<file path="src/core_pkg.sv">
/*
  shared types for the RV64I decode stage
  one-hot selectors keep bit 0 as the first listed operation
  wb_sel is packed as {csr, mem, exe}
*/
package core_pkg;

  typedef logic [63:0] xlen_t;
  typedef logic [31:0] inst_t;
  typedef logic [4:0]  reg_idx_t;
  typedef logic [11:0] csr_addr_t;

  typedef logic [11:0] alu_op_t;
  typedef logic [7:0]  bj_op_t;
  typedef logic [6:0]  load_op_t;
  typedef logic [3:0]  store_op_t;
  typedef logic [2:0]  wb_sel_t;

  // alu selector bit positions
  localparam int alu_add  = 0;
  localparam int alu_sub  = 1;
  localparam int alu_slt  = 2;
  localparam int alu_sltu = 3;
  localparam int alu_xor  = 4;
  localparam int alu_or   = 5;
  localparam int alu_and  = 6;
  localparam int alu_sll  = 7;
  localparam int alu_srl  = 8;
  localparam int alu_sra  = 9;
  localparam int alu_andn = 10;
  localparam int alu_wri  = 11;

  // machine CSRs held by csr_file
  localparam csr_addr_t csr_mstatus  = 12'h300;
  localparam csr_addr_t csr_mtvec    = 12'h305;
  localparam csr_addr_t csr_mscratch = 12'h340;
  localparam csr_addr_t csr_mepc     = 12'h341;
  localparam csr_addr_t csr_mcause   = 12'h342;

  typedef struct packed {
    logic ecall;
    logic ebreak;
    logic mret;
    logic illegal;
  } excp_t;

  // decoder output, consumed by id_stage in the same cycle
  typedef struct packed {
    logic      is_load, is_fence, is_arith_i, is_arith_iw;
    logic      is_auipc, is_store, is_arith_r, is_arith_rw;
    logic      is_lui, is_branch, is_jalr, is_jal;
    logic      is_csr_reg, is_csr_imm;
    alu_op_t   alu_op;
    bj_op_t    bj_op;
    load_op_t  load_op;
    store_op_t store_op;
    reg_idx_t  rd, rs1, rs2;
    xlen_t     imm_i, imm_s, imm_b, imm_u, imm_j;
    xlen_t     zimm;
    excp_t     excp;
  } dec_t;

  // id -> ex pipeline register
  typedef struct packed {
    xlen_t     pc;
    inst_t     inst;
    reg_idx_t  rs1_addr, rs2_addr;
    xlen_t     op1, op2;
    logic      is_word;
    alu_op_t   alu_op;
    bj_op_t    bj_op;
    xlen_t     jmp_imm;
    xlen_t     rs2_data;
    load_op_t  load_op;
    store_op_t store_op;
    logic      mem_rd_ena, mem_wr_ena;
    wb_sel_t   wb_sel;
    logic      rd_ena;
    reg_idx_t  rd_addr;
    logic      csr_wr_ena;
    csr_addr_t csr_wr_addr;
    excp_t     excp;
  } id_ex_t;

endpackage

</file>
<file path="src/csr_file.sv">
/*
  mstatus, mtvec, mscratch, mepc and mcause only
  writes to other addresses are ignored and reads of them return zero
  no write bypass on the read port
*/
`timescale 1ns/1ps

module csr_file (
  input  logic                clk,
  input  logic                rst,
  input  logic                rd_ena,
  input  core_pkg::csr_addr_t rd_addr,
  output core_pkg::xlen_t     rd_data,
  input  logic                wr_ena,
  input  core_pkg::csr_addr_t wr_addr,
  input  core_pkg::xlen_t     wr_data
);
  import core_pkg::*;

  xlen_t mstatus, mtvec, mscratch, mepc, mcause;

  always_ff @(posedge clk) begin
    if (rst) begin
      mstatus  <= '0;
      mtvec    <= '0;
      mscratch <= '0;
      mepc     <= '0;
      mcause   <= '0;
    end else if (wr_ena) begin
      case (wr_addr)
        csr_mstatus:  mstatus  <= wr_data;
        csr_mtvec:    mtvec    <= wr_data;
        csr_mscratch: mscratch <= wr_data;
        csr_mepc:     mepc     <= wr_data;
        csr_mcause:   mcause   <= wr_data;
        default: ;
      endcase
    end
  end

  always_comb begin
    rd_data = '0;
    if (rd_ena) begin
      case (rd_addr)
        csr_mstatus:  rd_data = mstatus;
        csr_mtvec:    rd_data = mtvec;
        csr_mscratch: rd_data = mscratch;
        csr_mepc:     rd_data = mepc;
        csr_mcause:   rd_data = mcause;
        default:      rd_data = '0;
      endcase
    end
  end

endmodule

</file>
<file path="config.mk">
export PLATFORM = sky130hd
export DESIGN_NAME = csr_file
export DESIGN_NICKNAME = d
export VERILOG_FILES = /design/src/core_pkg.sv /design/src/csr_file.sv
export SDC_FILE = /design/constraint.sdc
export NUM_CORES = 1
export LEC_CHECK = 0
export ABC_AREA = 1
export CORE_UTILIZATION = 55
export DETAILED_ROUTE_END_ITERATION = 10
export DONT_BUFFER_PORTS = 1
export PLACE_DENSITY = 0.73
export SETUP_SLACK_MARGIN = 0.3
export SLEW_MARGIN = 20
export SYNTH_ARGS = -nofsm -noshare
export SYNTH_HDL_FRONTEND = slang
export SYNTH_SLANG_ARGS = --single-unit
export TNS_END_PERCENT = 1
</file>
<file path="constraint.sdc">
create_clock -name clk -period 4.8 [get_ports clk]
set_clock_uncertainty 0.15 [all_clocks]
set_input_delay 0.96 -clock clk [delete_from_list [all_inputs] [get_ports clk]]
set_output_delay 0.96 -clock clk [all_outputs]
set_load 0.02 [all_outputs]
</file>
==> results.toml <==
[outcome]
run_status = "completed"

[place]
dpl.hpwl_um = 23300
port_buffers = 0
routabilityCongestion = 0.778

[timing]
finalSetupViolations = 0
maxSlewHeadroom = 0.380
finalCriticalPeriod_ns = 3.82
tightest_slew_ns = 0.931
final.setup.tns_ns = 0
finalCritPeriodShare = 0.796
clock.fmax_mhz = 262
rsz0062_at_grt = "no"
worst_hold_slack_ns = 0.296
hold_viol_final = 0
final_max_slew_viol_count = 0

[clock_tree]
numCtsBuffers = 36
clock-sinks = 320
post_cts_buffers = 0
hold_buffers = 0
cts_resized = 0
clk_path_buf_depth = 3
root_buffer = "clkbuf_16"
cts_max_level = 2
clk_latency_ns = 0.51
cts_tree = "built"
clk_pin_slew_ns = 0.06

[synth]
synth_top_area_cell = "dfxtp_1"
synthDistinctLibCells = 21
syn-cell-area_sq_um = 15500
synth_warnings = 0
synth_top_area_share = 0.414
ys_ff_latch = 320
synth_area_per_cell_sq_um = 6.49
synthTopCellsByArea = "dfxtp_1, nand3_1, nand2_1"
ys_seq_area_frac = 0.414
synthCells = 2385
synth_nets = 2477

[critical_path]
crit_type = "in2out"
slowest_delay_ns = 0.49
crit_chain = "nand2_1, inv_1, nand2_1, nor2_4, buf_12, nand3_1, nand3_1, nor2_1, nor2_1"
critPathTopFamily = "simple AND/OR/NAND/NOR gates"
crit_fanout = 128
endpoint_kind = "output pin"
cp_data_required_time_ns = 3.69
crit_arrival_ns = 2.71
cp_slowest_cell = "buf_12"
worstSetupStartpointType = "input pin"
path_buf_inv = 2

[final_layout]
drive_gt1_frac = 0.0453
final_nets = 2342
syn2layout_area_growth_pct = 7.20
fill_cells = 2613
register_area_sq_um = 6410
multi_input_area_sq_um = 7430
antennaDiodeCount = 0

[power_and_ir_drop]
intPower_w = 0.00437
ir_worst_vdd_uv = 205
pwr-share-comb = 0.020
p_leak_nw = 6.85
powerDensity_nw_per_um2 = 336
p_switching_w = 0.00120
switching_share = 0.216
pwr-share-clk = 0.504
p_seq_frac = 0.476

[die]
dieArea_sq_um = 28800
rows = 61
core_region_area_sq_um = 27700
die_h_um = 170
dieWidth_um = 170
ios = 156
initial_core_util = 0.559

[job]
drv_cap = 0

[global_routing]
grt_overflow = 0
grt_max_degree = 130
track_usage = 0.314
antenna_found_initial = 0
grt_pass1_wl_um = 73300
grt_pass1_vias = 14400

[detailed_routing]
vias = 15300
drt_pass1_iterations = 6
wirelength_um = 45600
drtIter0Drc = 1402
route.detailed.drc = 0
ant_nets = 0
viasPerCell = 5.75
wl_per_cell_um = 17.2

[hold_path]
hold_class = "reg2reg"
-- final cells by class --
class / instances / share of cell area
Clock inverter: 7 / 0.00422
Sequential cell: 320 / 0.386
Multi-Input combinational cell: 1658 / 0.448
Tap cell: 378 / 0.0285
Clock buffer: 57 / 0.0693
Inverter: 210 / 0.0476
Timing Repair Buffer: 24 / 0.0169
-- power groups by stage --
stage / clock network [W] / registers, W / logic, W
floorplan: 0 / 0.00271 / 0.0000938
global placement: 0 / 0.00272 / 0.000108
detailed placement: 0 / 0.00272 / 0.000109
CTS: 0.00285 / 0.00266 / 0.000109
global route: 0.00296 / 0.00265 / 0.000119
finish: 0.00281 / 0.00266 / 0.000111
-- stage by stage --
step / cell area, sq um / utilization / power [W] / std cells / setup slack, ns
6_report: 16600 / 0.599 / 0.00558 / 2654 / 0.978
5_1_grt: 16600 / 0.599 / 0.00573 / 2654 / 0.759
4_1_cts: 16600 / 0.599 / 0.00561 / 2654 / 0.986
3_5_place_dp: 15400 / 0.555 / 0.00282 / 2590 / 0.986
3_3_place_gp: 15400 / 0.555 / 0.00282 / 2590 / 1.05
2_1_floorplan: 15500 / - / 0.00281 / 2385 / 1.54
-- flip-flops by register name (all words and copies together), names as in the netlist --
name and cells:
mtvec 64, mcause 64, mscratch 64, mepc 64
mstatus 64
-- worst reg2reg max path: stages (launching register included) --
cell and delay, ns:
dfxtp_1 0.36, inv_1 0.05, nand2_1 0.06, nand2_1 0.07
nor2_1 0.10
-- cell usage after synthesis --
master	number
a21oi_1	192
buf_1	2
buf_2	103
buf_4	26
clkbuf_1	66
dfxtp_1	320
inv_1	208
inv_2	2
nand2_1	469
nand3_1	457
nand3b_1	1
nand4_1	64
nor2_1	398
nor2_2	4
nor2_4	1
nor3_1	2
nor3_2	2
nor3b_1	1
o21ai_0	64
o21bai_1	1
or2_1	2
-- logic make-up after synthesis --
| kind of cell | count (synthesis) | synth area share |
|---|---|---|
| AND/OR/NAND/NOR | 1401 | 0.390 |
| AO/OA/AOI/OAI | 257 | 0.0832 |
| buffers and inverters | 407 | 0.113 |
| flip-flops | 320 | 0.414 |
-- per-layer routing --
metal  share of wire  GRT usage
met3           0.084     0.0588
met2            0.48      0.546
met5               0          0
met4           0.025      0.121
met1            0.41      0.383
-- placed cells by master (no fill, tap or decap), types with 5 or more instances in the layout --
cell type	n
buf_4	16
clkbuf_16	37
nand4_1	64
nor2_4	8
nand3_1	453
buf_12	8
o21ai_0	64
clkbuf_8	15
clkbuf_1	5
nand2_1	468
inv_1	206
dfxtp_1	320
nor2_1	395
a21oi_1	192
-- path summary, 6_finish.rpt --
kind                       startpoint                  endpoint  slack [ns]  depth (start not counted)
min            mtvec[18]$_SDFFE_PP0P_    mtvec[18]$_SDFFE_PP0P_        0.30                          2
max reg2reg  mstatus[57]$_SDFFE_PP0P_  mstatus[57]$_SDFFE_PP0P_        3.96                          4
min reg2reg    mtvec[18]$_SDFFE_PP0P_    mtvec[18]$_SDFFE_PP0P_        0.30                          2
max                        rd_addr[9]               rd_data[40]        0.98                          9
No activity file was read; power rests on OpenSTA's default activity.
