===== config.mk =====
export PLATFORM = sky130hd
export DESIGN_NAME = id_decoder
export DESIGN_NICKNAME = d
export VERILOG_FILES = /design/src/core_pkg.sv /design/src/id_decoder.sv
export SDC_FILE = /design/constraint.sdc
export NUM_CORES = 1
export LEC_CHECK = 0
export BUFFER_PORTS_ARGS = -buffer_cell sky130_fd_sc_hd__buf_2
export CAP_MARGIN = 20
export CORE_AREA = 2 2 186 188
export DETAILED_ROUTE_END_ITERATION = 10
export DIE_AREA = 0 0 188 190
export PLACE_DENSITY = 0.35
export SLEW_MARGIN = 20
export SYNTH_ARGS = -nofsm -noshare
export SYNTH_HDL_FRONTEND = slang
export SYNTH_SLANG_ARGS = --single-unit

===== constraint.sdc =====
create_clock -name vclk -period 2.2
set_input_delay 0.22 -clock vclk [all_inputs]
set_output_delay 0.22 -clock vclk [all_outputs]
set_load 0.02 [all_outputs]

===== src/core_pkg.sv =====
/*
  shared types for the RV64I decode stage
  one-hot selectors keep bit 0 as the first listed operation
  wb_sel is packed as {csr, mem, exe}
*/
package core_pkg;

  typedef logic [63:0] xlen_t;
  typedef logic [31:0] inst_t;
  typedef logic [4:0]  reg_idx_t;
  typedef logic [11:0] csr_addr_t;

  typedef logic [11:0] alu_op_t;
  typedef logic [7:0]  bj_op_t;
  typedef logic [6:0]  load_op_t;
  typedef logic [3:0]  store_op_t;
  typedef logic [2:0]  wb_sel_t;

  // alu selector bit positions
  localparam int alu_add  = 0;
  localparam int alu_sub  = 1;
  localparam int alu_slt  = 2;
  localparam int alu_sltu = 3;
  localparam int alu_xor  = 4;
  localparam int alu_or   = 5;
  localparam int alu_and  = 6;
  localparam int alu_sll  = 7;
  localparam int alu_srl  = 8;
  localparam int alu_sra  = 9;
  localparam int alu_andn = 10;
  localparam int alu_wri  = 11;

  // machine CSRs held by csr_file
  localparam csr_addr_t csr_mstatus  = 12'h300;
  localparam csr_addr_t csr_mtvec    = 12'h305;
  localparam csr_addr_t csr_mscratch = 12'h340;
  localparam csr_addr_t csr_mepc     = 12'h341;
  localparam csr_addr_t csr_mcause   = 12'h342;

  typedef struct packed {
    logic ecall;
    logic ebreak;
    logic mret;
    logic illegal;
  } excp_t;

  // decoder output, consumed by id_stage in the same cycle
  typedef struct packed {
    logic      is_load, is_fence, is_arith_i, is_arith_iw;
    logic      is_auipc, is_store, is_arith_r, is_arith_rw;
    logic      is_lui, is_branch, is_jalr, is_jal;
    logic      is_csr_reg, is_csr_imm;
    alu_op_t   alu_op;
    bj_op_t    bj_op;
    load_op_t  load_op;
    store_op_t store_op;
    reg_idx_t  rd, rs1, rs2;
    xlen_t     imm_i, imm_s, imm_b, imm_u, imm_j;
    xlen_t     zimm;
    excp_t     excp;
  } dec_t;

  // id -> ex pipeline register
  typedef struct packed {
    xlen_t     pc;
    inst_t     inst;
    reg_idx_t  rs1_addr, rs2_addr;
    xlen_t     op1, op2;
    logic      is_word;
    alu_op_t   alu_op;
    bj_op_t    bj_op;
    xlen_t     jmp_imm;
    xlen_t     rs2_data;
    load_op_t  load_op;
    store_op_t store_op;
    logic      mem_rd_ena, mem_wr_ena;
    wb_sel_t   wb_sel;
    logic      rd_ena;
    reg_idx_t  rd_addr;
    logic      csr_wr_ena;
    csr_addr_t csr_wr_addr;
    excp_t     excp;
  } id_ex_t;

endpackage


===== src/id_decoder.sv =====
/*
  purely combinational RV64I decoder, no M/A/C extensions
  any encoding outside the supported set raises excp.illegal
  and leaves every class flag low
*/
`timescale 1ns/1ps

module id_decoder (
  input  core_pkg::inst_t inst,
  output core_pkg::dec_t  dec
);
  import core_pkg::*;

  wire [6:0] opcode = inst[6:0];
  wire [2:0] func3  = inst[14:12];
  wire [5:0] func6  = inst[31:26];
  wire [6:0] func7  = inst[31:25];
  wire [11:0] imm12 = inst[31:20];

  wire f3_0 = (func3 == 3'd0);
  wire f3_1 = (func3 == 3'd1);
  wire f3_2 = (func3 == 3'd2);
  wire f3_3 = (func3 == 3'd3);
  wire f3_4 = (func3 == 3'd4);
  wire f3_5 = (func3 == 3'd5);
  wire f3_6 = (func3 == 3'd6);
  wire f3_7 = (func3 == 3'd7);

  wire f6_00 = (func6 == 6'h00);
  wire f6_10 = (func6 == 6'h10);
  wire f7_00 = (func7 == 7'h00);
  wire f7_20 = (func7 == 7'h20);

  // major opcode groups
  wire op_load  = (opcode == 7'h03);
  wire op_fence = (opcode == 7'h0f);
  wire op_imm   = (opcode == 7'h13);
  wire op_auipc = (opcode == 7'h17);
  wire op_immw  = (opcode == 7'h1b);
  wire op_store = (opcode == 7'h23);
  wire op_reg   = (opcode == 7'h33);
  wire op_lui   = (opcode == 7'h37);
  wire op_regw  = (opcode == 7'h3b);
  wire op_br    = (opcode == 7'h63);
  wire op_jalr  = (opcode == 7'h67);
  wire op_jal   = (opcode == 7'h6f);
  wire op_sys   = (opcode == 7'h73);

  wire lb = op_load & f3_0, lh = op_load & f3_1, lw = op_load & f3_2;
  wire ld = op_load & f3_3, lbu = op_load & f3_4, lhu = op_load & f3_5;
  wire lwu = op_load & f3_6;

  wire fence = op_fence & f3_0, fence_i = op_fence & f3_1;

  wire addi = op_imm & f3_0, slti = op_imm & f3_2, sltiu = op_imm & f3_3;
  wire xori = op_imm & f3_4, ori = op_imm & f3_6, andi = op_imm & f3_7;
  // RV64 shifts carry a 6-bit shamt
  wire slli = op_imm & f3_1 & f6_00;
  wire srli = op_imm & f3_5 & f6_00, srai = op_imm & f3_5 & f6_10;

  wire addiw = op_immw & f3_0, slliw = op_immw & f3_1 & f7_00;
  wire srliw = op_immw & f3_5 & f7_00, sraiw = op_immw & f3_5 & f7_20;

  wire sb = op_store & f3_0, sh = op_store & f3_1;
  wire sw = op_store & f3_2, sd = op_store & f3_3;

  wire add_r = op_reg & f3_0 & f7_00, sub_r = op_reg & f3_0 & f7_20;
  wire sll_r = op_reg & f3_1 & f7_00, slt_r = op_reg & f3_2 & f7_00;
  wire sltu_r = op_reg & f3_3 & f7_00, xor_r = op_reg & f3_4 & f7_00;
  wire srl_r = op_reg & f3_5 & f7_00, sra_r = op_reg & f3_5 & f7_20;
  wire or_r = op_reg & f3_6 & f7_00, and_r = op_reg & f3_7 & f7_00;

  wire addw = op_regw & f3_0 & f7_00, subw = op_regw & f3_0 & f7_20;
  wire sllw = op_regw & f3_1 & f7_00;
  wire srlw = op_regw & f3_5 & f7_00, sraw = op_regw & f3_5 & f7_20;

  wire beq = op_br & f3_0, bne = op_br & f3_1, blt = op_br & f3_4;
  wire bge = op_br & f3_5, bltu = op_br & f3_6, bgeu = op_br & f3_7;

  wire jalr = op_jalr & f3_0, jal = op_jal;

  // privileged forms share func3 == 0 and differ only in imm12
  wire ecall = op_sys & f3_0 & (imm12 == 12'h000);
  wire ebreak = op_sys & f3_0 & (imm12 == 12'h001);
  wire mret = op_sys & f3_0 & (imm12 == 12'h302);

  wire csrrw = op_sys & f3_1, csrrs = op_sys & f3_2, csrrc = op_sys & f3_3;
  wire csrrwi = op_sys & f3_5, csrrsi = op_sys & f3_6, csrrci = op_sys & f3_7;

  wire load_vld = lb | lh | lw | ld | lbu | lhu | lwu;
  wire fence_vld = fence | fence_i;
  wire arith_i_vld = addi | slti | sltiu | xori | ori | andi | slli | srli | srai;
  wire arith_iw_vld = addiw | slliw | srliw | sraiw;
  wire store_vld = sb | sh | sw | sd;
  wire arith_r_vld = add_r | sub_r | sll_r | slt_r | sltu_r | xor_r | srl_r | sra_r
                   | or_r | and_r;
  wire arith_rw_vld = addw | subw | sllw | srlw | sraw;
  wire branch_vld = beq | bne | blt | bge | bltu | bgeu;
  wire csr_reg_vld = csrrw | csrrs | csrrc;
  wire csr_imm_vld = csrrwi | csrrsi | csrrci;

  wire inst_vld = load_vld | fence_vld | arith_i_vld | arith_iw_vld | op_auipc
                | store_vld | arith_r_vld | arith_rw_vld | op_lui | branch_vld
                | jalr | jal | csr_reg_vld | csr_imm_vld | ecall | ebreak | mret;

  always_comb begin
    dec = '0;
    dec.is_load     = load_vld;
    dec.is_fence    = fence_vld;
    dec.is_arith_i  = arith_i_vld;
    dec.is_arith_iw = arith_iw_vld;
    dec.is_auipc    = op_auipc;
    dec.is_store    = store_vld;
    dec.is_arith_r  = arith_r_vld;
    dec.is_arith_rw = arith_rw_vld;
    dec.is_lui      = op_lui;
    dec.is_branch   = branch_vld;
    dec.is_jalr     = jalr;
    dec.is_jal      = jal;
    dec.is_csr_reg  = csr_reg_vld;
    dec.is_csr_imm  = csr_imm_vld;

    // address math for loads, stores and links goes through add
    dec.alu_op[alu_add]  = add_r | addi | addw | addiw | op_auipc | op_lui
                         | load_vld | store_vld | jal | jalr;
    dec.alu_op[alu_sub]  = sub_r | subw | branch_vld;
    dec.alu_op[alu_slt]  = slt_r | slti | blt | bge;
    dec.alu_op[alu_sltu] = sltu_r | sltiu | bltu | bgeu;
    dec.alu_op[alu_xor]  = xor_r | xori | beq | bne;
    dec.alu_op[alu_or]   = or_r | ori | csrrs | csrrsi;
    dec.alu_op[alu_and]  = and_r | andi;
    dec.alu_op[alu_sll]  = sll_r | slli | sllw | slliw;
    dec.alu_op[alu_srl]  = srl_r | srli | srlw | srliw;
    dec.alu_op[alu_sra]  = sra_r | srai | sraw | sraiw;
    dec.alu_op[alu_andn] = csrrc | csrrci;
    dec.alu_op[alu_wri]  = csrrw | csrrwi;

    dec.bj_op    = {jal, jalr, bgeu, bltu, bge, blt, bne, beq};
    dec.load_op  = {lwu, lhu, lbu, ld, lw, lh, lb};
    dec.store_op = {sd, sw, sh, sb};

    dec.rd  = inst[11:7];
    dec.rs1 = inst[19:15];
    dec.rs2 = inst[24:20];

    dec.imm_i = {{52{inst[31]}}, inst[31:20]};
    dec.imm_s = {{52{inst[31]}}, inst[31:25], inst[11:7]};
    dec.imm_b = {{51{inst[31]}}, inst[31], inst[7], inst[30:25], inst[11:8], 1'b0};
    dec.imm_u = {{32{inst[31]}}, inst[31:12], 12'b0};
    dec.imm_j = {{43{inst[31]}}, inst[31], inst[19:12], inst[20], inst[30:21], 1'b0};
    dec.zimm  = {59'b0, inst[19:15]};

    dec.excp.ecall   = ecall;
    dec.excp.ebreak  = ebreak;
    dec.excp.mret    = mret;
    dec.excp.illegal = ~inst_vld;
  end

endmodule


==> flow_summary.yaml <==
floorplanning:
  die_h_um: 190
  num_io_pins: 480
  rows: 68
  die_x_um: 188
  start_util_pct: 11.83
  die_area_um2: 35720
  coreArea_um2: 33950
route:
  drt-total-wl_um: 9175
  antenna_left: 0
  avgViaCountPerCell: 2.624
  drcViolationCount: 0
  via_count: 2737
  drt_iter0_markers: 54
  wire_per_inst_um: 8.797
  dr.pass1.iters: 4
grt:
  grt_max_degree: 236
  antenna_found_initial: 0
  grt_pass1_vias: 1755
  gr-total-overflow: 0
  grtUsageTotal_pct: 3.927
  grt_pass1_wl_um: 11260
setup_path:
  cp-startpoint: "inst[27]"
  start_kind: "input port"
  arrival_ns: 1.89
  worstPathMaxFanout: 5
  path_class: "input port to output pin"
  end_kind: "output pin"
  required_ns: 1.98
layout:
  final_common_cell: "buf_2"
  seq_area_um2: 0
  multi_input_area_um2: 1001
  diodes: 0
  nNetsFinal: 622
  area.growth.synth_to_final_pct: -9.346
  seq_cells: 0
  layout_common_cells: "361 x buf_2, 73 x conb_1, 31 x buf_4"
  nClkBuffers: 0
  fillCellCount: 4025
  drive_above_1_share_pct: 68.37
  utilization_pct: 10.73
timing:
  min_period_ns: 2.112
  max_freq_ghz: 0.4736
  finalCritPeriodShare_pct: 95.98
  rsz0062_at_grt: "yes"
  finalHoldViolCount: 0
  setup_viol: 0
  worst_pin_slew_ns: 0.6583
  drv_slew: 0
  slew_headroom_pct: 56.11
synth:
  synth_seq_area_share_pct: 0
  synth.avg_cell_area_um2: 7.071
  ys_types: 41
  synthCells: 568
  syn_area_um2: 4016
  yosysWarnings: 0
power_and_ir_drop:
  combPwrFrac_pct: 100.0
  p_sw_mw: 0.6963
  netSwitchingFraction_pct: 73.84
  p_leak_nw: 2.126
  p_seq_share_pct: 0
  pwr-share-clk_pct: 0
  p_per_area_nw_per_um2: 259.0
  irDropWorstVdd_uv: 106.3
  power_mw: 0.9430
  p_int_mw: 0.2467
placement:
  io_buffers: 362
  routabilityCongestion: 0.7810
  dpl.hpwl_um: 7918
worst_hold_path:
  hold_path.class: "input port to output pin"
  hp-start: "inst[10]"
clock_network:
  postCtsSetupBuffers: 0
  hold_buffers: 0
run_status:
  status: "completed"
job:
  max_cap_violations: 0
## stage by stage
step | hold WS [ns] | setup TNS, ns | worst slack, ns | instance area [um^2] | std cells
2_1_floorplan | 0.5287 | 0 | 0.05349 | 4287 | 640
4_1_cts | 0.4403 | 0 | 0.01037 | 3611 | 1043
6_report | 0.4400 | 0 | 0.08847 | 3641 | 1043
3_3_place_gp | 0.4403 | -0.4504 | -0.2261 | 3598 | 1043
3_5_place_dp | 0.4403 | -0.4223 | -0.2209 | 3598 | 1043
5_1_grt | 0.4402 | -0.02714 | -0.01996 | 3641 | 1043
## Yosys cell counts (all sizes together) (3+ instances only)
cell type	count	share of area, %
nand4	4	1.0
nor2b	6	0.93
and3	6	0.93
nand2	13	1.2
inv	3	0.28
nand2b	6	0.93
nor4	4	0.78
clkbuf	6	0.56
buf	439	82
o21ai	5	0.62
nor2	27	2.6
nand3	5	0.62
a21oi	4	0.50
nor3	13	1.6
## final timing paths
kind | to | cells past startpoint | slack, ns
setup / recovery | dec[0] | 8 | 0.09
hold / removal | dec[199] | 0 | 0.44
## layout make-up
cell class / count / share of cell area [%]
repair buffers: 393 / 56.56
multi-input cells: 192 / 27.49
well taps: 455 / 15.64
inverters: 3 / 0.3093
## repair_timing
action,in CTS,in global routing
resized for setup,3,5
cloned,0,0
pin swaps,1,1
endpoints found under the setup margin,3,5
## kinds of logic after synthesis
group                  after synthesis  synth area share, %
AND/OR/NAND/NOR                     99                13.65
buffers and inverters              448                82.87
AO/OA/AOI/OAI                       19                3.178
XOR/XNOR                             1               0.2181
other                                1              0.09337
## per-layer routing
layer	track usage (%)	part of all wire, %
met5	0	0
met4	0.2726	0.81
met1	4.669	38
met2	7.565	49
met3	0.7194	13
## power groups by stage
stage | sequential (mW) | combinational (mW) | clock (mW)
finish | 0 | 0.943 | 0
global route | 0 | 1.00 | 0
CTS | 0 | 0.949 | 0
detailed placement | 0 | 0.945 | 0
global placement | 0 | 0.949 | 0
floorplan | 0 | 1.14 | 0
## critical path: stages
cell and delay [ns]:
buf_2 0.10, or3_4 0.45, nor4_4 0.30, and3_1 0.25
a2111oi_2 0.07, buf_4 0.14, and3_1 0.19, buf_2 0.16
Note: power is estimated with default switching activity, not from simulation.
