File: src/core_pkg.sv
/*
  shared types for the RV64I decode stage
  one-hot selectors keep bit 0 as the first listed operation
  wb_sel is packed as {csr, mem, exe}
*/
package core_pkg;

  typedef logic [63:0] xlen_t;
  typedef logic [31:0] inst_t;
  typedef logic [4:0]  reg_idx_t;
  typedef logic [11:0] csr_addr_t;

  typedef logic [11:0] alu_op_t;
  typedef logic [7:0]  bj_op_t;
  typedef logic [6:0]  load_op_t;
  typedef logic [3:0]  store_op_t;
  typedef logic [2:0]  wb_sel_t;

  // alu selector bit positions
  localparam int alu_add  = 0;
  localparam int alu_sub  = 1;
  localparam int alu_slt  = 2;
  localparam int alu_sltu = 3;
  localparam int alu_xor  = 4;
  localparam int alu_or   = 5;
  localparam int alu_and  = 6;
  localparam int alu_sll  = 7;
  localparam int alu_srl  = 8;
  localparam int alu_sra  = 9;
  localparam int alu_andn = 10;
  localparam int alu_wri  = 11;

  // machine CSRs held by csr_file
  localparam csr_addr_t csr_mstatus  = 12'h300;
  localparam csr_addr_t csr_mtvec    = 12'h305;
  localparam csr_addr_t csr_mscratch = 12'h340;
  localparam csr_addr_t csr_mepc     = 12'h341;
  localparam csr_addr_t csr_mcause   = 12'h342;

  typedef struct packed {
    logic ecall;
    logic ebreak;
    logic mret;
    logic illegal;
  } excp_t;

  // decoder output, consumed by id_stage in the same cycle
  typedef struct packed {
    logic      is_load, is_fence, is_arith_i, is_arith_iw;
    logic      is_auipc, is_store, is_arith_r, is_arith_rw;
    logic      is_lui, is_branch, is_jalr, is_jal;
    logic      is_csr_reg, is_csr_imm;
    alu_op_t   alu_op;
    bj_op_t    bj_op;
    load_op_t  load_op;
    store_op_t store_op;
    reg_idx_t  rd, rs1, rs2;
    xlen_t     imm_i, imm_s, imm_b, imm_u, imm_j;
    xlen_t     zimm;
    excp_t     excp;
  } dec_t;

  // id -> ex pipeline register
  typedef struct packed {
    xlen_t     pc;
    inst_t     inst;
    reg_idx_t  rs1_addr, rs2_addr;
    xlen_t     op1, op2;
    logic      is_word;
    alu_op_t   alu_op;
    bj_op_t    bj_op;
    xlen_t     jmp_imm;
    xlen_t     rs2_data;
    load_op_t  load_op;
    store_op_t store_op;
    logic      mem_rd_ena, mem_wr_ena;
    wb_sel_t   wb_sel;
    logic      rd_ena;
    reg_idx_t  rd_addr;
    logic      csr_wr_ena;
    csr_addr_t csr_wr_addr;
    excp_t     excp;
  } id_ex_t;

endpackage

File: src/id_stage.sv
/*
  single-slot decode stage with valid/allowin handshake, never stalls itself
  register and CSR reads are issued for the instruction at the input,
  results are captured only on an upstream transfer
*/
`timescale 1ns/1ps

module id_stage (
  input  logic                clk,
  input  logic                rst,
  input  logic                if_id_valid,
  output logic                id_allowin,
  input  logic                ex_allowin,
  output logic                id_ex_valid,
  input  core_pkg::xlen_t     pc,
  input  core_pkg::inst_t     inst,
  input  core_pkg::dec_t      dec,
  output logic                rs1_ena,
  output core_pkg::reg_idx_t  rs1_addr,
  output logic                rs2_ena,
  output core_pkg::reg_idx_t  rs2_addr,
  output logic                csr_rd_ena,
  output core_pkg::csr_addr_t csr_rd_addr,
  input  core_pkg::xlen_t     r_data1,
  input  core_pkg::xlen_t     r_data2,
  input  core_pkg::xlen_t     csr_data,
  output core_pkg::id_ex_t    id_ex
);
  import core_pkg::*;

  localparam xlen_t lo32_mask = 64'h0000_0000_ffff_ffff;

  logic   valid;
  logic   ready_go;
  logic   is_word;
  logic   csr_any;
  logic   rd_ena;
  id_ex_t nxt;

  // handshake
  assign ready_go    = 1'b1;
  assign id_allowin  = !valid || (ready_go && ex_allowin);
  assign id_ex_valid = valid && ready_go;

  always_ff @(posedge clk) begin
    if (rst) begin
      valid <= 1'b0;
    end else if (id_allowin) begin
      valid <= if_id_valid;
    end
  end

  assign is_word = dec.is_arith_iw | dec.is_arith_rw;
  assign csr_any = dec.is_csr_reg | dec.is_csr_imm;
  assign rd_ena  = dec.is_load | dec.is_fence | dec.is_arith_i | dec.is_arith_iw
                 | dec.is_auipc | dec.is_arith_r | dec.is_arith_rw | dec.is_lui
                 | dec.is_jalr | dec.is_jal | csr_any;

  // read ports, address forced to zero when unused
  assign rs1_ena = dec.is_load | dec.is_fence | dec.is_arith_i | dec.is_arith_iw
                 | dec.is_store | dec.is_arith_r | dec.is_arith_rw | dec.is_branch
                 | dec.is_jalr | dec.is_csr_reg;
  assign rs2_ena = dec.is_arith_r | dec.is_arith_rw | dec.is_store | dec.is_branch;
  assign rs1_addr    = rs1_ena ? dec.rs1 : reg_idx_t'(0);
  assign rs2_addr    = rs2_ena ? dec.rs2 : reg_idx_t'(0);
  assign csr_rd_ena  = csr_any;
  assign csr_rd_addr = csr_any ? csr_addr_t'(inst[31:20]) : csr_addr_t'(0);

  always_comb begin
    nxt          = '0;
    nxt.pc       = pc;
    nxt.inst     = inst;
    nxt.rs1_addr = rs1_addr;
    nxt.rs2_addr = rs2_addr;
    nxt.is_word  = is_word;
    nxt.alu_op   = dec.alu_op;
    nxt.bj_op    = dec.bj_op;

    // op1
    if (dec.is_auipc || dec.is_jal || dec.is_jalr) begin
      nxt.op1 = pc;
    end else if (dec.is_lui) begin
      nxt.op1 = '0;
    end else if (csr_any) begin
      nxt.op1 = csr_data;
    end else if (is_word) begin
      nxt.op1 = r_data1 & lo32_mask;
    end else begin
      nxt.op1 = r_data1;
    end

    // op2, link value of 4 for jumps
    if (dec.is_jal || dec.is_jalr) begin
      nxt.op2 = 64'd4;
    end else if (dec.is_lui || dec.is_auipc) begin
      nxt.op2 = dec.imm_u;
    end else if (dec.is_store) begin
      nxt.op2 = dec.imm_s;
    end else if (dec.is_load || dec.is_fence || dec.is_arith_i || dec.is_arith_iw) begin
      nxt.op2 = dec.imm_i;
    end else if (dec.is_csr_imm) begin
      nxt.op2 = dec.zimm;
    end else if (dec.is_csr_reg) begin
      nxt.op2 = r_data1;
    end else if (dec.is_arith_rw) begin
      nxt.op2 = r_data2 & lo32_mask;
    end else begin
      nxt.op2 = r_data2;
    end

    if (dec.is_branch) begin
      nxt.jmp_imm = dec.imm_b;
    end else if (dec.is_jal) begin
      nxt.jmp_imm = dec.imm_j;
    end else if (dec.is_jalr) begin
      nxt.jmp_imm = dec.imm_i;
    end

    nxt.rs2_data    = r_data2;
    nxt.load_op     = dec.load_op;
    nxt.store_op    = dec.store_op;
    nxt.mem_rd_ena  = dec.is_load;
    nxt.mem_wr_ena  = dec.is_store;
    nxt.wb_sel      = {csr_any, dec.is_load, rd_ena & ~csr_any & ~dec.is_load};
    nxt.rd_ena      = rd_ena;
    nxt.rd_addr     = rd_ena ? dec.rd : reg_idx_t'(0);
    nxt.csr_wr_ena  = csr_any;
    nxt.csr_wr_addr = csr_rd_addr;
    nxt.excp        = dec.excp;
  end

  // payload held while stalled
  always_ff @(posedge clk) begin
    if (if_id_valid && id_allowin) begin
      id_ex <= nxt;
    end
  end

endmodule

File: config.mk
export PLATFORM = sky130hd
export DESIGN_NAME = id_stage
export DESIGN_NICKNAME = d
export VERILOG_FILES = /design/src/core_pkg.sv /design/src/id_stage.sv
export SDC_FILE = /design/constraint.sdc
export NUM_CORES = 1
export LEC_CHECK = 0
export BUFFER_PORTS_ARGS = -buffer_cell sky130_fd_sc_hd__buf_2
export CAP_MARGIN = 20
export CELL_PAD_IN_SITES_DETAIL_PLACEMENT = 1
export CELL_PAD_IN_SITES_GLOBAL_PLACEMENT = 1
export CORE_AREA = 2 2 464 466
export CTS_BUF_LIST = sky130_fd_sc_hd__clkbuf_2 sky130_fd_sc_hd__clkbuf_4 sky130_fd_sc_hd__clkbuf_8
export CTS_CLUSTER_DIAMETER = 150
export DETAILED_ROUTE_END_ITERATION = 6
export DIE_AREA = 0 0 466 468
export PLACE_DENSITY_LB_ADDON = 0.08
export SLEW_MARGIN = 20
export SYNTH_ARGS = -nofsm -noshare
export SYNTH_HDL_FRONTEND = slang
export SYNTH_SLANG_ARGS = --single-unit
File: constraint.sdc
create_clock -name clk -period 20.1 [get_ports clk]
set_clock_uncertainty 0.05 [all_clocks]
set_input_delay 4.02 -clock clk [delete_from_list [all_inputs] [get_ports clk]]
set_output_delay 4.02 -clock clk [all_outputs]
set_load 0.03 [all_outputs]
==> flow_summary.html, run 1 <==
<table>
<tr><th>Metric</th><th>Value</th></tr>
<tr><th colspan="2">Timing</th></tr>
<tr><td>Setup ws final</td><td>9.762 ns</td></tr>
<tr><td>Worst Max-Slew Pin Slew</td><td>1.046 ns</td></tr>
<tr><td>Period utilisation layout</td><td>51.43%</td></tr>
<tr><td>Number of pins with negative max-slew slack in the final report</td><td>0</td></tr>
<tr><td>Worst slew margin relative to its limit</td><td>30.25%</td></tr>
<tr><td>Final sum of negative setup slack</td><td>0 ns</td></tr>
<tr><td>Number of hold-slack violations in the final timing report</td><td>0</td></tr>
<tr><td>Fin crit period</td><td>10.34 ns</td></tr>
<tr><td>Fmax</td><td>96.73 MHz</td></tr>
<tr><td>RSZ-0062 raised after global routing</td><td>no</td></tr>
<tr><td>Final setup fails</td><td>0</td></tr>
<tr><th colspan="2">Floorplan</th></tr>
<tr><td>Horizontal extent of the die</td><td>466 um</td></tr>
<tr><td>I/O pin cnt</td><td>1189</td></tr>
<tr><td>Vert. Die Dim</td><td>468 um</td></tr>
<tr><td>CORE AREA</td><td>0.2133 mm2</td></tr>
<tr><td>Effective utilization at floorplan</td><td>9.199%</td></tr>
<tr><td>Die Area</td><td>0.2181 mm2</td></tr>
<tr><td># rows</td><td>170</td></tr>
<tr><th colspan="2">Clocking</th></tr>
<tr><td>Post-CTS Setup Inserts</td><td>0</td></tr>
<tr><td>Number of hold buffers added after cts</td><td>0</td></tr>
<tr><td>Insertion delay of the later-clocked pin in the worst-skew pair</td><td>0.87 ns</td></tr>
<tr><td>Num Clock Sinks</td><td>421</td></tr>
<tr><td>Clock tree from TritonCTS</td><td>built</td></tr>
<tr><td>Inserted Clock Buffers</td><td>104</td></tr>
<tr><td>Root cell of the clock tree</td><td>clkbuf_8</td></tr>
<tr><td>Clock Pin Slew Worst Setup and Hold Paths</td><td>0.05 ns</td></tr>
<tr><td>Buffer depth of the longest clock path</td><td>3</td></tr>
<tr><td>H-tree depth</td><td>3</td></tr>
<tr><td>Count of cells resized by post-cts repair</td><td>0</td></tr>
<tr><th colspan="2">Global route</th></tr>
<tr><td>Overall global routing resource usage</td><td>14.59%</td></tr>
<tr><td>Initial antenna violation count</td><td>210</td></tr>
<tr><td>Residual overflow from global routing</td><td>0</td></tr>
<tr><td>Vias in the first global route</td><td>21218</td></tr>
<tr><td>Largest net degree at the start of global routing</td><td>113</td></tr>
<tr><td>Wire length of the first global-routing pass</td><td>212300 um</td></tr>
<tr><th colspan="2">Critical path</th></tr>
<tr><td>Largest driver fanout on the critical path</td><td>38</td></tr>
<tr><td>Worst path required time</td><td>16.03 ns</td></tr>
<tr><td>Family with the most delay on the worst path</td><td>simple AND/OR/NAND/NOR gates</td></tr>
<tr><td>Startpoint types</td><td>input port</td></tr>
<tr><td>Critical path class</td><td>input port to output pin</td></tr>
<tr><td>Maximum cell stage delay along the critical path</td><td>0.56 ns</td></tr>
<tr><td>Critical path arrival</td><td>6.27 ns</td></tr>
<tr><td>Reg2Reg Depth</td><td>5</td></tr>
<tr><td>Flop2flop setup slack</td><td>16.35 ns</td></tr>
<tr><td>Master of the slowest instance on the critical path</td><td>nand3_1</td></tr>
<tr><td>Number of cells on the critical path</td><td>7</td></tr>
<tr><td>Number of buffer and inverter instances along the worst setup path</td><td>4</td></tr>
<tr><td>Endpoint type of the worst setup path</td><td>output pin</td></tr>
<tr><td>Cell-by-cell trace of the critical path</td><td>buf_2, buf_4, nor4_2, buf_4, nand3_1, and2_1, buf_2</td></tr>
<tr><th colspan="2">Cells and area</th></tr>
<tr><td>Area delta synth-&gt;final</td><td>58.00%</td></tr>
<tr><td>Commonest non-fill, non-tap cells in the layout</td><td>1182 x buf_2, 420 x edfxtp_1, 191 x nand2_1, 191 x o21ai_0, 126 x a221oi_1</td></tr>
<tr><td>Count of filler cells inserted in the layout</td><td>24842</td></tr>
<tr><td>Total non-filler cell area in the finished layout</td><td>0.03101 mm2</td></tr>
<tr><td>Share of cells above drive strength 1</td><td>52.20%</td></tr>
<tr><td>Commonest non-fill, non-tap cell in the layout</td><td>buf_2</td></tr>
<tr><td>Net count, final</td><td>3475</td></tr>
<tr><td>Final standard cell utilization of the core</td><td>14.54%</td></tr>
<tr><th colspan="2">Detailed routing</th></tr>
<tr><td>Final ANT Viol Nets</td><td>0</td></tr>
<tr><td>Routed Wire Length</td><td>166300 um</td></tr>
<tr><td>Vias after detailed routing</td><td>19745</td></tr>
<tr><td>Remaining DRCs</td><td>0</td></tr>
<tr><td>Detailed-route vias per instance</td><td>3.459</td></tr>
<tr><td>Routed length per instance</td><td>29.13 um</td></tr>
<tr><td>Detailed Route Iter0 Violations</td><td>830</td></tr>
<tr><td>Number of iterations in the first detailed-routing pass</td><td>5</td></tr>
<tr><th colspan="2">Yosys</th></tr>
<tr><td>Number of distinct library cells after synthesis</td><td>35</td></tr>
<tr><td>Nets in the synthesized netlist</td><td>2307</td></tr>
<tr><td>Part of the Yosys area used for sequential elements</td><td>64.36%</td></tr>
<tr><td>Netlist area before placement</td><td>0.01963 mm2</td></tr>
<tr><td>Basic-gate share of the synthesized area counting and, or, nand and nor cells</td><td>10.51%</td></tr>
<tr><td>Post-synthesis compound-gate area fraction</td><td>17.19%</td></tr>
<tr><td>Synthesized-area fraction occupied by xor and xnor cells</td><td>0%</td></tr>
<tr><td>Synth top area share</td><td>64.26%</td></tr>
<tr><td>Gate Count Post-Synth</td><td>1567</td></tr>
<tr><td>Dominant cells by area after synthesis</td><td>edfxtp_1 64%, a221oi_1 5.6%, o21ai_0 4.9%, nand2_1 3.7%, and3b_1 2.9%</td></tr>
<tr><td>Fraction of the mapped netlist area in adder cells</td><td>0%</td></tr>
<tr><td>Combinational family with the most area after synthesis</td><td>compound AO/OA/AOI/OAI gates</td></tr>
<tr><td>Number of flip-flops and latches in the synthesized netlist</td><td>421</td></tr>
<tr><td>Post-synthesis mux area share</td><td>3.468%</td></tr>
<tr><td>Post-synth top area cell</td><td>edfxtp_1</td></tr>
<tr><td>Ys Warns</td><td>0</td></tr>
<tr><td>Syn avg cell area</td><td>12.52 um2</td></tr>
<tr><th colspan="2">Pwr</th></tr>
<tr><td>Comb pwr share</td><td>17.9%</td></tr>
<tr><td>Clock group share of total power</td><td>42.2%</td></tr>
<tr><td>Net switching share of the total power</td><td>32.43%</td></tr>
<tr><td>P_int</td><td>1.780 mW</td></tr>
<tr><td>Static leakage power</td><td>12.66 nW</td></tr>
<tr><td>Sequential Power Share</td><td>40.0%</td></tr>
<tr><td>Peak supply drop</td><td>46.35 uV</td></tr>
<tr><td>Final total power</td><td>2.634 mW</td></tr>
<tr><td>Switching power of the nets</td><td>0.8544 mW</td></tr>
<tr><td>P per Cell Area</td><td>84.96 mW/mm2</td></tr>
<tr><th colspan="2">Hold path</th></tr>
<tr><td>Number of stages on the worst hold path</td><td>2</td></tr>
<tr><td>HP Class</td><td>register to register</td></tr>
<tr><th colspan="2">Flow run</th></tr>
<tr><td>Max-cap check violation count</td><td>0</td></tr>
<tr><th colspan="2">Place</th></tr>
<tr><td>HPWL Detailed</td><td>134100 um</td></tr>
<tr><td>GPL Wtd Cong</td><td>0.8195</td></tr>
<tr><td>Instance area at placement</td><td>0.02880 mm2</td></tr>
<tr><td>Port Buffer Count</td><td>1188</td></tr>
<tr><td>Pre-CTS setup slack</td><td>9.664 ns</td></tr>
<tr><th colspan="2">Run status</th></tr>
<tr><td>Status</td><td>finished, final reports clean</td></tr>
</table>
==> kinds of logic after synthesis <==
family / count (synthesis)
buffers and inverters: 202
muxes: 64
and+or+nand+nor: 366
DFF: 421
AOI/OAI and AO/OA: 514
==> tightest hold or removal path, stage by stage (launching register included) <==
cell and delay [ns]:
dfxtp_1 0.32, nand2b_1 0.11, a21oi_1 0.08
==> flip-flops by register name (all words and copies together) (netlist names) <==
register     cells
id_ex_valid      1
id_ex          420
==> through the flow <==
stage               instances  hold WS (ns)
floorplan                1567        0.8095
global placement         5464        0.4690
CTS                      5654        0.5013
detailed placement       5467        0.4828
global route             5680        0.5477
finish                   5709        0.4982
==> synthesized netlist by cell type <==
master,count
a2111oi_0,1
a211oi_1,1
a21oi_1,98
a221o_1,32
a221oi_1,126
a22oi_1,32
and2_1,23
and2b_1,2
and3b_1,64
buf_1,8
buf_2,16
buf_4,24
buf_6,1
clkbuf_1,118
dfxtp_1,1
edfxtp_1,420
inv_1,35
mux2_2,32
mux2i_1,32
nand2_1,191
nand2b_1,34
nand3_1,1
nor2_1,2
nor2b_1,3
nor3_1,2
nor4_1,2
nor4_2,1
o211ai_1,32
o21a_1,1
o21ai_0,191
or2_2,5
or3_1,1
or3b_2,32
or4_1,1
or4_4,2
==> metal layers <==
metal  wire length [um]  global-route usage, %  vias up
met5                793                      0        -
met4               5830                  4.727      130
met3              16660                  6.816      436
met2              83400                  25.96     1108
met1              59640                  15.04     9547
li1                   -                      -     8524
==> power groups by stage <==
stage	Sequential (mW)	Clock, mW	Combinational [mW]
after floorplan	1.20	0	0.117
after global placement	1.07	0	0.486
after CTS	1.05	1.18	0.489
after global routing	1.06	1.20	0.507
final	1.05	1.11	0.471
after detailed placement	1.07	0	0.488
==> layout make-up <==
cell class	count	area [um2]	share of cell area (%)
Sequential cell	421	12630	40.74
Timing Repair Buffer	1229	6314	20.36
Multi-Input combinational cell	944	6166	19.88
Tap cell	2838	3551	11.45
Clock buffer	146	1772	5.713
Clock inverter	41	304.0	0.9805
Antenna cell	55	137.6	0.4438
Inverter	35	133.9	0.4317
==> worst paths after layout <==
check | to | start
setup / recovery | rs1_addr[2] | dec[440]
hold / removal | id_ex_valid$_SDFFE_PP0N_ | id_ex_valid$_SDFFE_PP0N_
hold reg to reg | id_ex_valid$_SDFFE_PP0N_ | id_ex_valid$_SDFFE_PP0N_
setup reg to reg | id_ex[180]$_DFFE_PP_ | id_ex_valid$_SDFFE_PP0N_
No activity file was read; power rests on OpenSTA's default activity.
==> run 2, diff against run 1 <==
--- a/config.mk
+++ b/config.mk
@@ -9,11 +9,11 @@
 export CAP_MARGIN = 20
 export CELL_PAD_IN_SITES_DETAIL_PLACEMENT = 1
 export CELL_PAD_IN_SITES_GLOBAL_PLACEMENT = 1
-export CORE_AREA = 2 2 464 466
+export CORE_AREA = 2 2 457 459
 export CTS_BUF_LIST = sky130_fd_sc_hd__clkbuf_2 sky130_fd_sc_hd__clkbuf_4 sky130_fd_sc_hd__clkbuf_8
 export CTS_CLUSTER_DIAMETER = 150
 export DETAILED_ROUTE_END_ITERATION = 6
-export DIE_AREA = 0 0 466 468
+export DIE_AREA = 0 0 459 461
 export PLACE_DENSITY_LB_ADDON = 0.08
 export SLEW_MARGIN = 20
 export SYNTH_ARGS = -nofsm -noshare
==> constraint.sdc (replaced) <==
create_clock -name clk -period 9.6 [get_ports clk]
set_clock_uncertainty 0.05 [all_clocks]
set_input_delay 1.92 -clock clk [delete_from_list [all_inputs] [get_ports clk]]
set_output_delay 1.92 -clock clk [all_outputs]
set_load 0.03 [all_outputs]
==> run 2 against run 1 <==
  * Critical path depth is 3 lower
  * Core utilization is 0.41 points higher
  * Sequential power is 110% higher
  * Total power is 110% higher
  * Sequential cell count stayed put
  * Critical endpoint is now csr_rd_addr[8]
==> flow_summary.html, run 2 (synthesis results as in run 1) <==
<table>
<tr><th>Metric</th><th>Value</th></tr>
<tr><th colspan="2">Run status</th></tr>
<tr><td>Status</td><td>finished, final reports clean (unchanged)</td></tr>
<tr><th colspan="2">Cells and area</th></tr>
<tr><td>Total non-filler cell area in the finished layout</td><td>0.03086 mm2 (was 0.03101 mm2)</td></tr>
<tr><td>Commonest non-fill, non-tap cell in the layout</td><td>buf_2 (unchanged)</td></tr>
<tr><td>Net count, final</td><td>3460 (was 3475)</td></tr>
<tr><td>Area delta synth-&gt;final</td><td>57.23% (was 58.00%)</td></tr>
<tr><td>Register Area</td><td>0.01263 mm2 (unchanged)</td></tr>
<tr><td>Count of filler cells inserted in the layout</td><td>24013 (was 24842)</td></tr>
<tr><td>Combined area of the multi-input logic cells</td><td>0.006160 mm2 (was 0.006166 mm2)</td></tr>
<tr><td>Commonest non-fill, non-tap cells in the layout</td><td>1182 x buf_2, 420 x edfxtp_1, 191 x nand2_1, 191 x o21ai_0, 126 x a221oi_1 (unchanged)</td></tr>
<tr><td>Share of cells above drive strength 1</td><td>52.18% (was 52.20%)</td></tr>
<tr><td>Most flop-heavy register</td><td>id_ex (unchanged)</td></tr>
<tr><td>Final standard cell utilization of the core</td><td>14.95% (was 14.54%)</td></tr>
<tr><td>Flip-flop count of the largest register, all copies and words added</td><td>420 (unchanged)</td></tr>
<tr><th colspan="2">Timing</th></tr>
<tr><td>Period utilisation layout</td><td>59.03%</td></tr>
<tr><td>Final sum of negative setup slack</td><td>0 ns (unchanged)</td></tr>
<tr><td>Fin crit period</td><td>5.667 ns</td></tr>
<tr><td>Number of pins with negative max-slew slack in the final report</td><td>0 (unchanged)</td></tr>
<tr><td>Worst slew margin relative to its limit</td><td>22.47% (was 30.25%)</td></tr>
<tr><td>Number of hold-slack violations in the final timing report</td><td>0 (unchanged)</td></tr>
<tr><td>RSZ-0062 raised after global routing</td><td>no (unchanged)</td></tr>
<tr><td>Final setup fails</td><td>0 (unchanged)</td></tr>
<tr><td>Fmax</td><td>176.5 MHz</td></tr>
<tr><td>Setup ws final</td><td>3.933 ns (was 9.762 ns)</td></tr>
<tr><td>Worst Max-Slew Pin Slew</td><td>1.163 ns (was 1.046 ns)</td></tr>
<tr><th colspan="2">Clocking</th></tr>
<tr><td>Root cell of the clock tree</td><td>clkbuf_8 (unchanged)</td></tr>
<tr><td>Clock Pin Slew Worst Setup and Hold Paths</td><td>0.06 ns (was 0.05 ns)</td></tr>
<tr><td>Number of hold buffers added after cts</td><td>0 (unchanged)</td></tr>
<tr><td>Post-CTS Setup Inserts</td><td>0 (unchanged)</td></tr>
<tr><td>H-tree depth</td><td>3 (unchanged)</td></tr>
<tr><td>Buffer depth of the longest clock path</td><td>3 (unchanged)</td></tr>
<tr><td>Inserted Clock Buffers</td><td>100 (was 104)</td></tr>
<tr><td>Clock tree from TritonCTS</td><td>built (unchanged)</td></tr>
<tr><td>Count of cells resized by post-cts repair</td><td>0 (unchanged)</td></tr>
<tr><td>Num Clock Sinks</td><td>421 (unchanged)</td></tr>
<tr><td>Insertion delay of the later-clocked pin in the worst-skew pair</td><td>0.85 ns (was 0.87 ns)</td></tr>
<tr><th colspan="2">Detailed routing</th></tr>
<tr><td>Final ANT Viol Nets</td><td>0 (unchanged)</td></tr>
<tr><td>Detailed Route Iter0 Violations</td><td>852 (was 830)</td></tr>
<tr><td>Routed length per instance</td><td>29.27 um (was 29.13 um)</td></tr>
<tr><td>Remaining DRCs</td><td>0 (unchanged)</td></tr>
<tr><td>Number of iterations in the first detailed-routing pass</td><td>5 (unchanged)</td></tr>
<tr><td>Detailed-route vias per instance</td><td>3.515 (was 3.459)</td></tr>
<tr><td>Routed Wire Length</td><td>163100 um (was 166300 um)</td></tr>
<tr><td>Vias after detailed routing</td><td>19580 (was 19745)</td></tr>
<tr><th colspan="2">Pwr</th></tr>
<tr><td>Peak supply drop</td><td>102.3 uV (was 46.35 uV)</td></tr>
<tr><td>Static leakage power</td><td>12.64 nW (was 12.66 nW)</td></tr>
<tr><td>Final total power</td><td>5.574 mW (was 2.634 mW)</td></tr>
<tr><td>P per Cell Area</td><td>180.6 mW/mm2 (was 84.96 mW/mm2)</td></tr>
<tr><th colspan="2">Critical path</th></tr>
<tr><td>Worst reg2reg endpoint</td><td>id_ex[139]$_DFFE_PP_ (was id_ex[180]$_DFFE_PP_)</td></tr>
<tr><td>Crit path from</td><td>dec[435] (was dec[440])</td></tr>
<tr><td>Critical path class</td><td>input port to output pin (unchanged)</td></tr>
<tr><td>Reg2reg start</td><td>id_ex_valid$_SDFFE_PP0N_ (unchanged)</td></tr>
<tr><td>Critical path arrival</td><td>3.70 ns (was 6.27 ns)</td></tr>
<tr><td>Reg2Reg Depth</td><td>4 (was 5)</td></tr>
<tr><td>Largest driver fanout on the critical path</td><td>48 (was 38)</td></tr>
<tr><td>Worst path required time</td><td>7.63 ns (was 16.03 ns)</td></tr>
<tr><td>Endpoint of the most critical setup path</td><td>csr_rd_addr[8] (was rs1_addr[2])</td></tr>
<tr><td>Flop2flop setup slack</td><td>6.50 ns (was 16.35 ns)</td></tr>
<tr><td>Startpoint types</td><td>input port (unchanged)</td></tr>
<tr><td>Endpoint type of the worst setup path</td><td>output pin (unchanged)</td></tr>
<tr><th colspan="2">Hold path</th></tr>
<tr><td>Hold path startpoint</td><td>id_ex_valid$_SDFFE_PP0N_ (unchanged)</td></tr>
<tr><td>HP Class</td><td>register to register (unchanged)</td></tr>
<tr><th colspan="2">Global route</th></tr>
<tr><td>Residual overflow from global routing</td><td>0 (unchanged)</td></tr>
<tr><td>Largest net degree at the start of global routing</td><td>115 (was 113)</td></tr>
<tr><td>Vias in the first global route</td><td>21302 (was 21218)</td></tr>
<tr><td>Initial antenna violation count</td><td>164 (was 210)</td></tr>
<tr><td>Wire length of the first global-routing pass</td><td>208400 um (was 212300 um)</td></tr>
<tr><td>Overall global routing resource usage</td><td>14.76% (was 14.59%)</td></tr>
<tr><th colspan="2">Floorplan</th></tr>
<tr><td>Effective utilization at floorplan</td><td>9.507% (was 9.199%)</td></tr>
<tr><td>Horizontal extent of the die</td><td>459 um (was 466 um)</td></tr>
<tr><td># rows</td><td>167 (was 170)</td></tr>
<tr><td>I/O pin cnt</td><td>1189 (unchanged)</td></tr>
<tr><td>Die Area</td><td>0.2116 mm2 (was 0.2181 mm2)</td></tr>
<tr><td>Vert. Die Dim</td><td>461 um (was 468 um)</td></tr>
<tr><td>CORE AREA</td><td>0.2064 mm2 (was 0.2133 mm2)</td></tr>
<tr><th colspan="2">Place</th></tr>
<tr><td>HPWL Detailed</td><td>129400 um (was 134100 um)</td></tr>
<tr><td>Pre-CTS setup slack</td><td>3.888 ns (was 9.664 ns)</td></tr>
<tr><td>Instance area at placement</td><td>0.02857 mm2 (was 0.02880 mm2)</td></tr>
<tr><td>Port Buffer Count</td><td>1188 (unchanged)</td></tr>
<tr><td>GPL Wtd Cong</td><td>0.7983 (was 0.8195)</td></tr>
<tr><th colspan="2">Flow run</th></tr>
<tr><td>Max-cap check violation count</td><td>0 (unchanged)</td></tr>
</table>
run 2: cell count changes in the layout (fill, tap and decap cells not counted), sizes merged:
cell	delta
buf	-11
bufinv	+4
clkbuf	-9
inv	+1
clkinv	-2
diode	+11
clkinvlp	+1
run 2: per-layer routing:
metal	global-route usage [%]	wire length (um)	share of wire [%]	vias to the layer above
met5	0	616	0.38	-
met4	5.177	6174	3.8	98
met3	7.075	17330	11	381
met2	26.48	82260	50	1059
met1	14.79	56680	35	9530
li1	-	-	-	8512
run 2: worst min path at each step:
| stage | end | cells after the start | slack, ns |
|---|---|---|---|
| 2_1_floorplan | id_ex_valid$_SDFFE_PP0N_ | 2 | 0.81 |
| 3_3_place_gp | id_ex_valid$_SDFFE_PP0N_ | 2 | 0.49 |
| 3_5_place_dp | id_ex_valid$_SDFFE_PP0N_ | 2 | 0.51 |
| 4_1_cts | id_ex_valid$_SDFFE_PP0N_ | 2 | 0.52 |
| 5_1_grt | id_ex_valid$_SDFFE_PP0N_ | 2 | 0.56 |
| 6_report | id_ex_valid$_SDFFE_PP0N_ | 2 | 0.52 |
run 2: report_power, final:
group	internal, mW	switching [mW]	total, mW	leakage [nW]
registers	2.17	0.0352	2.21	4.11
clock network	1.33	1.05	2.38	1.12
logic	0.286	0.700	0.986	7.42
total	3.79	1.79	5.57	12.6
run 2: layout make-up:
type / count / share of cell area, %
Antenna cell: 66 / 0.5352
Clock buffer: 137 / 5.441
Clock inverter: 45 / 1.435
Inverter: 35 / 0.4338
Multi-Input combinational cell: 944 / 19.96
Sequential cell: 421 / 40.94
Tap cell: 2704 / 10.96
Timing Repair Buffer: 1218 / 20.29
run 2: metrics by stage:
stage / std cells / hold slack, ns
3_3_place_gp: 5320 / 0.4855
4_1_cts: 5504 / 0.5250
5_1_grt: 5536 / 0.5588
2_1_floorplan: 1567 / 0.8094
6_report: 5570 / 0.5157
3_5_place_dp: 5322 / 0.5078
run 2: worst max-delay path, cell delays in order:
cell	delay, ns
buf_6	0.44
or2_4	0.78
and2_1	0.27
buf_2	0.21
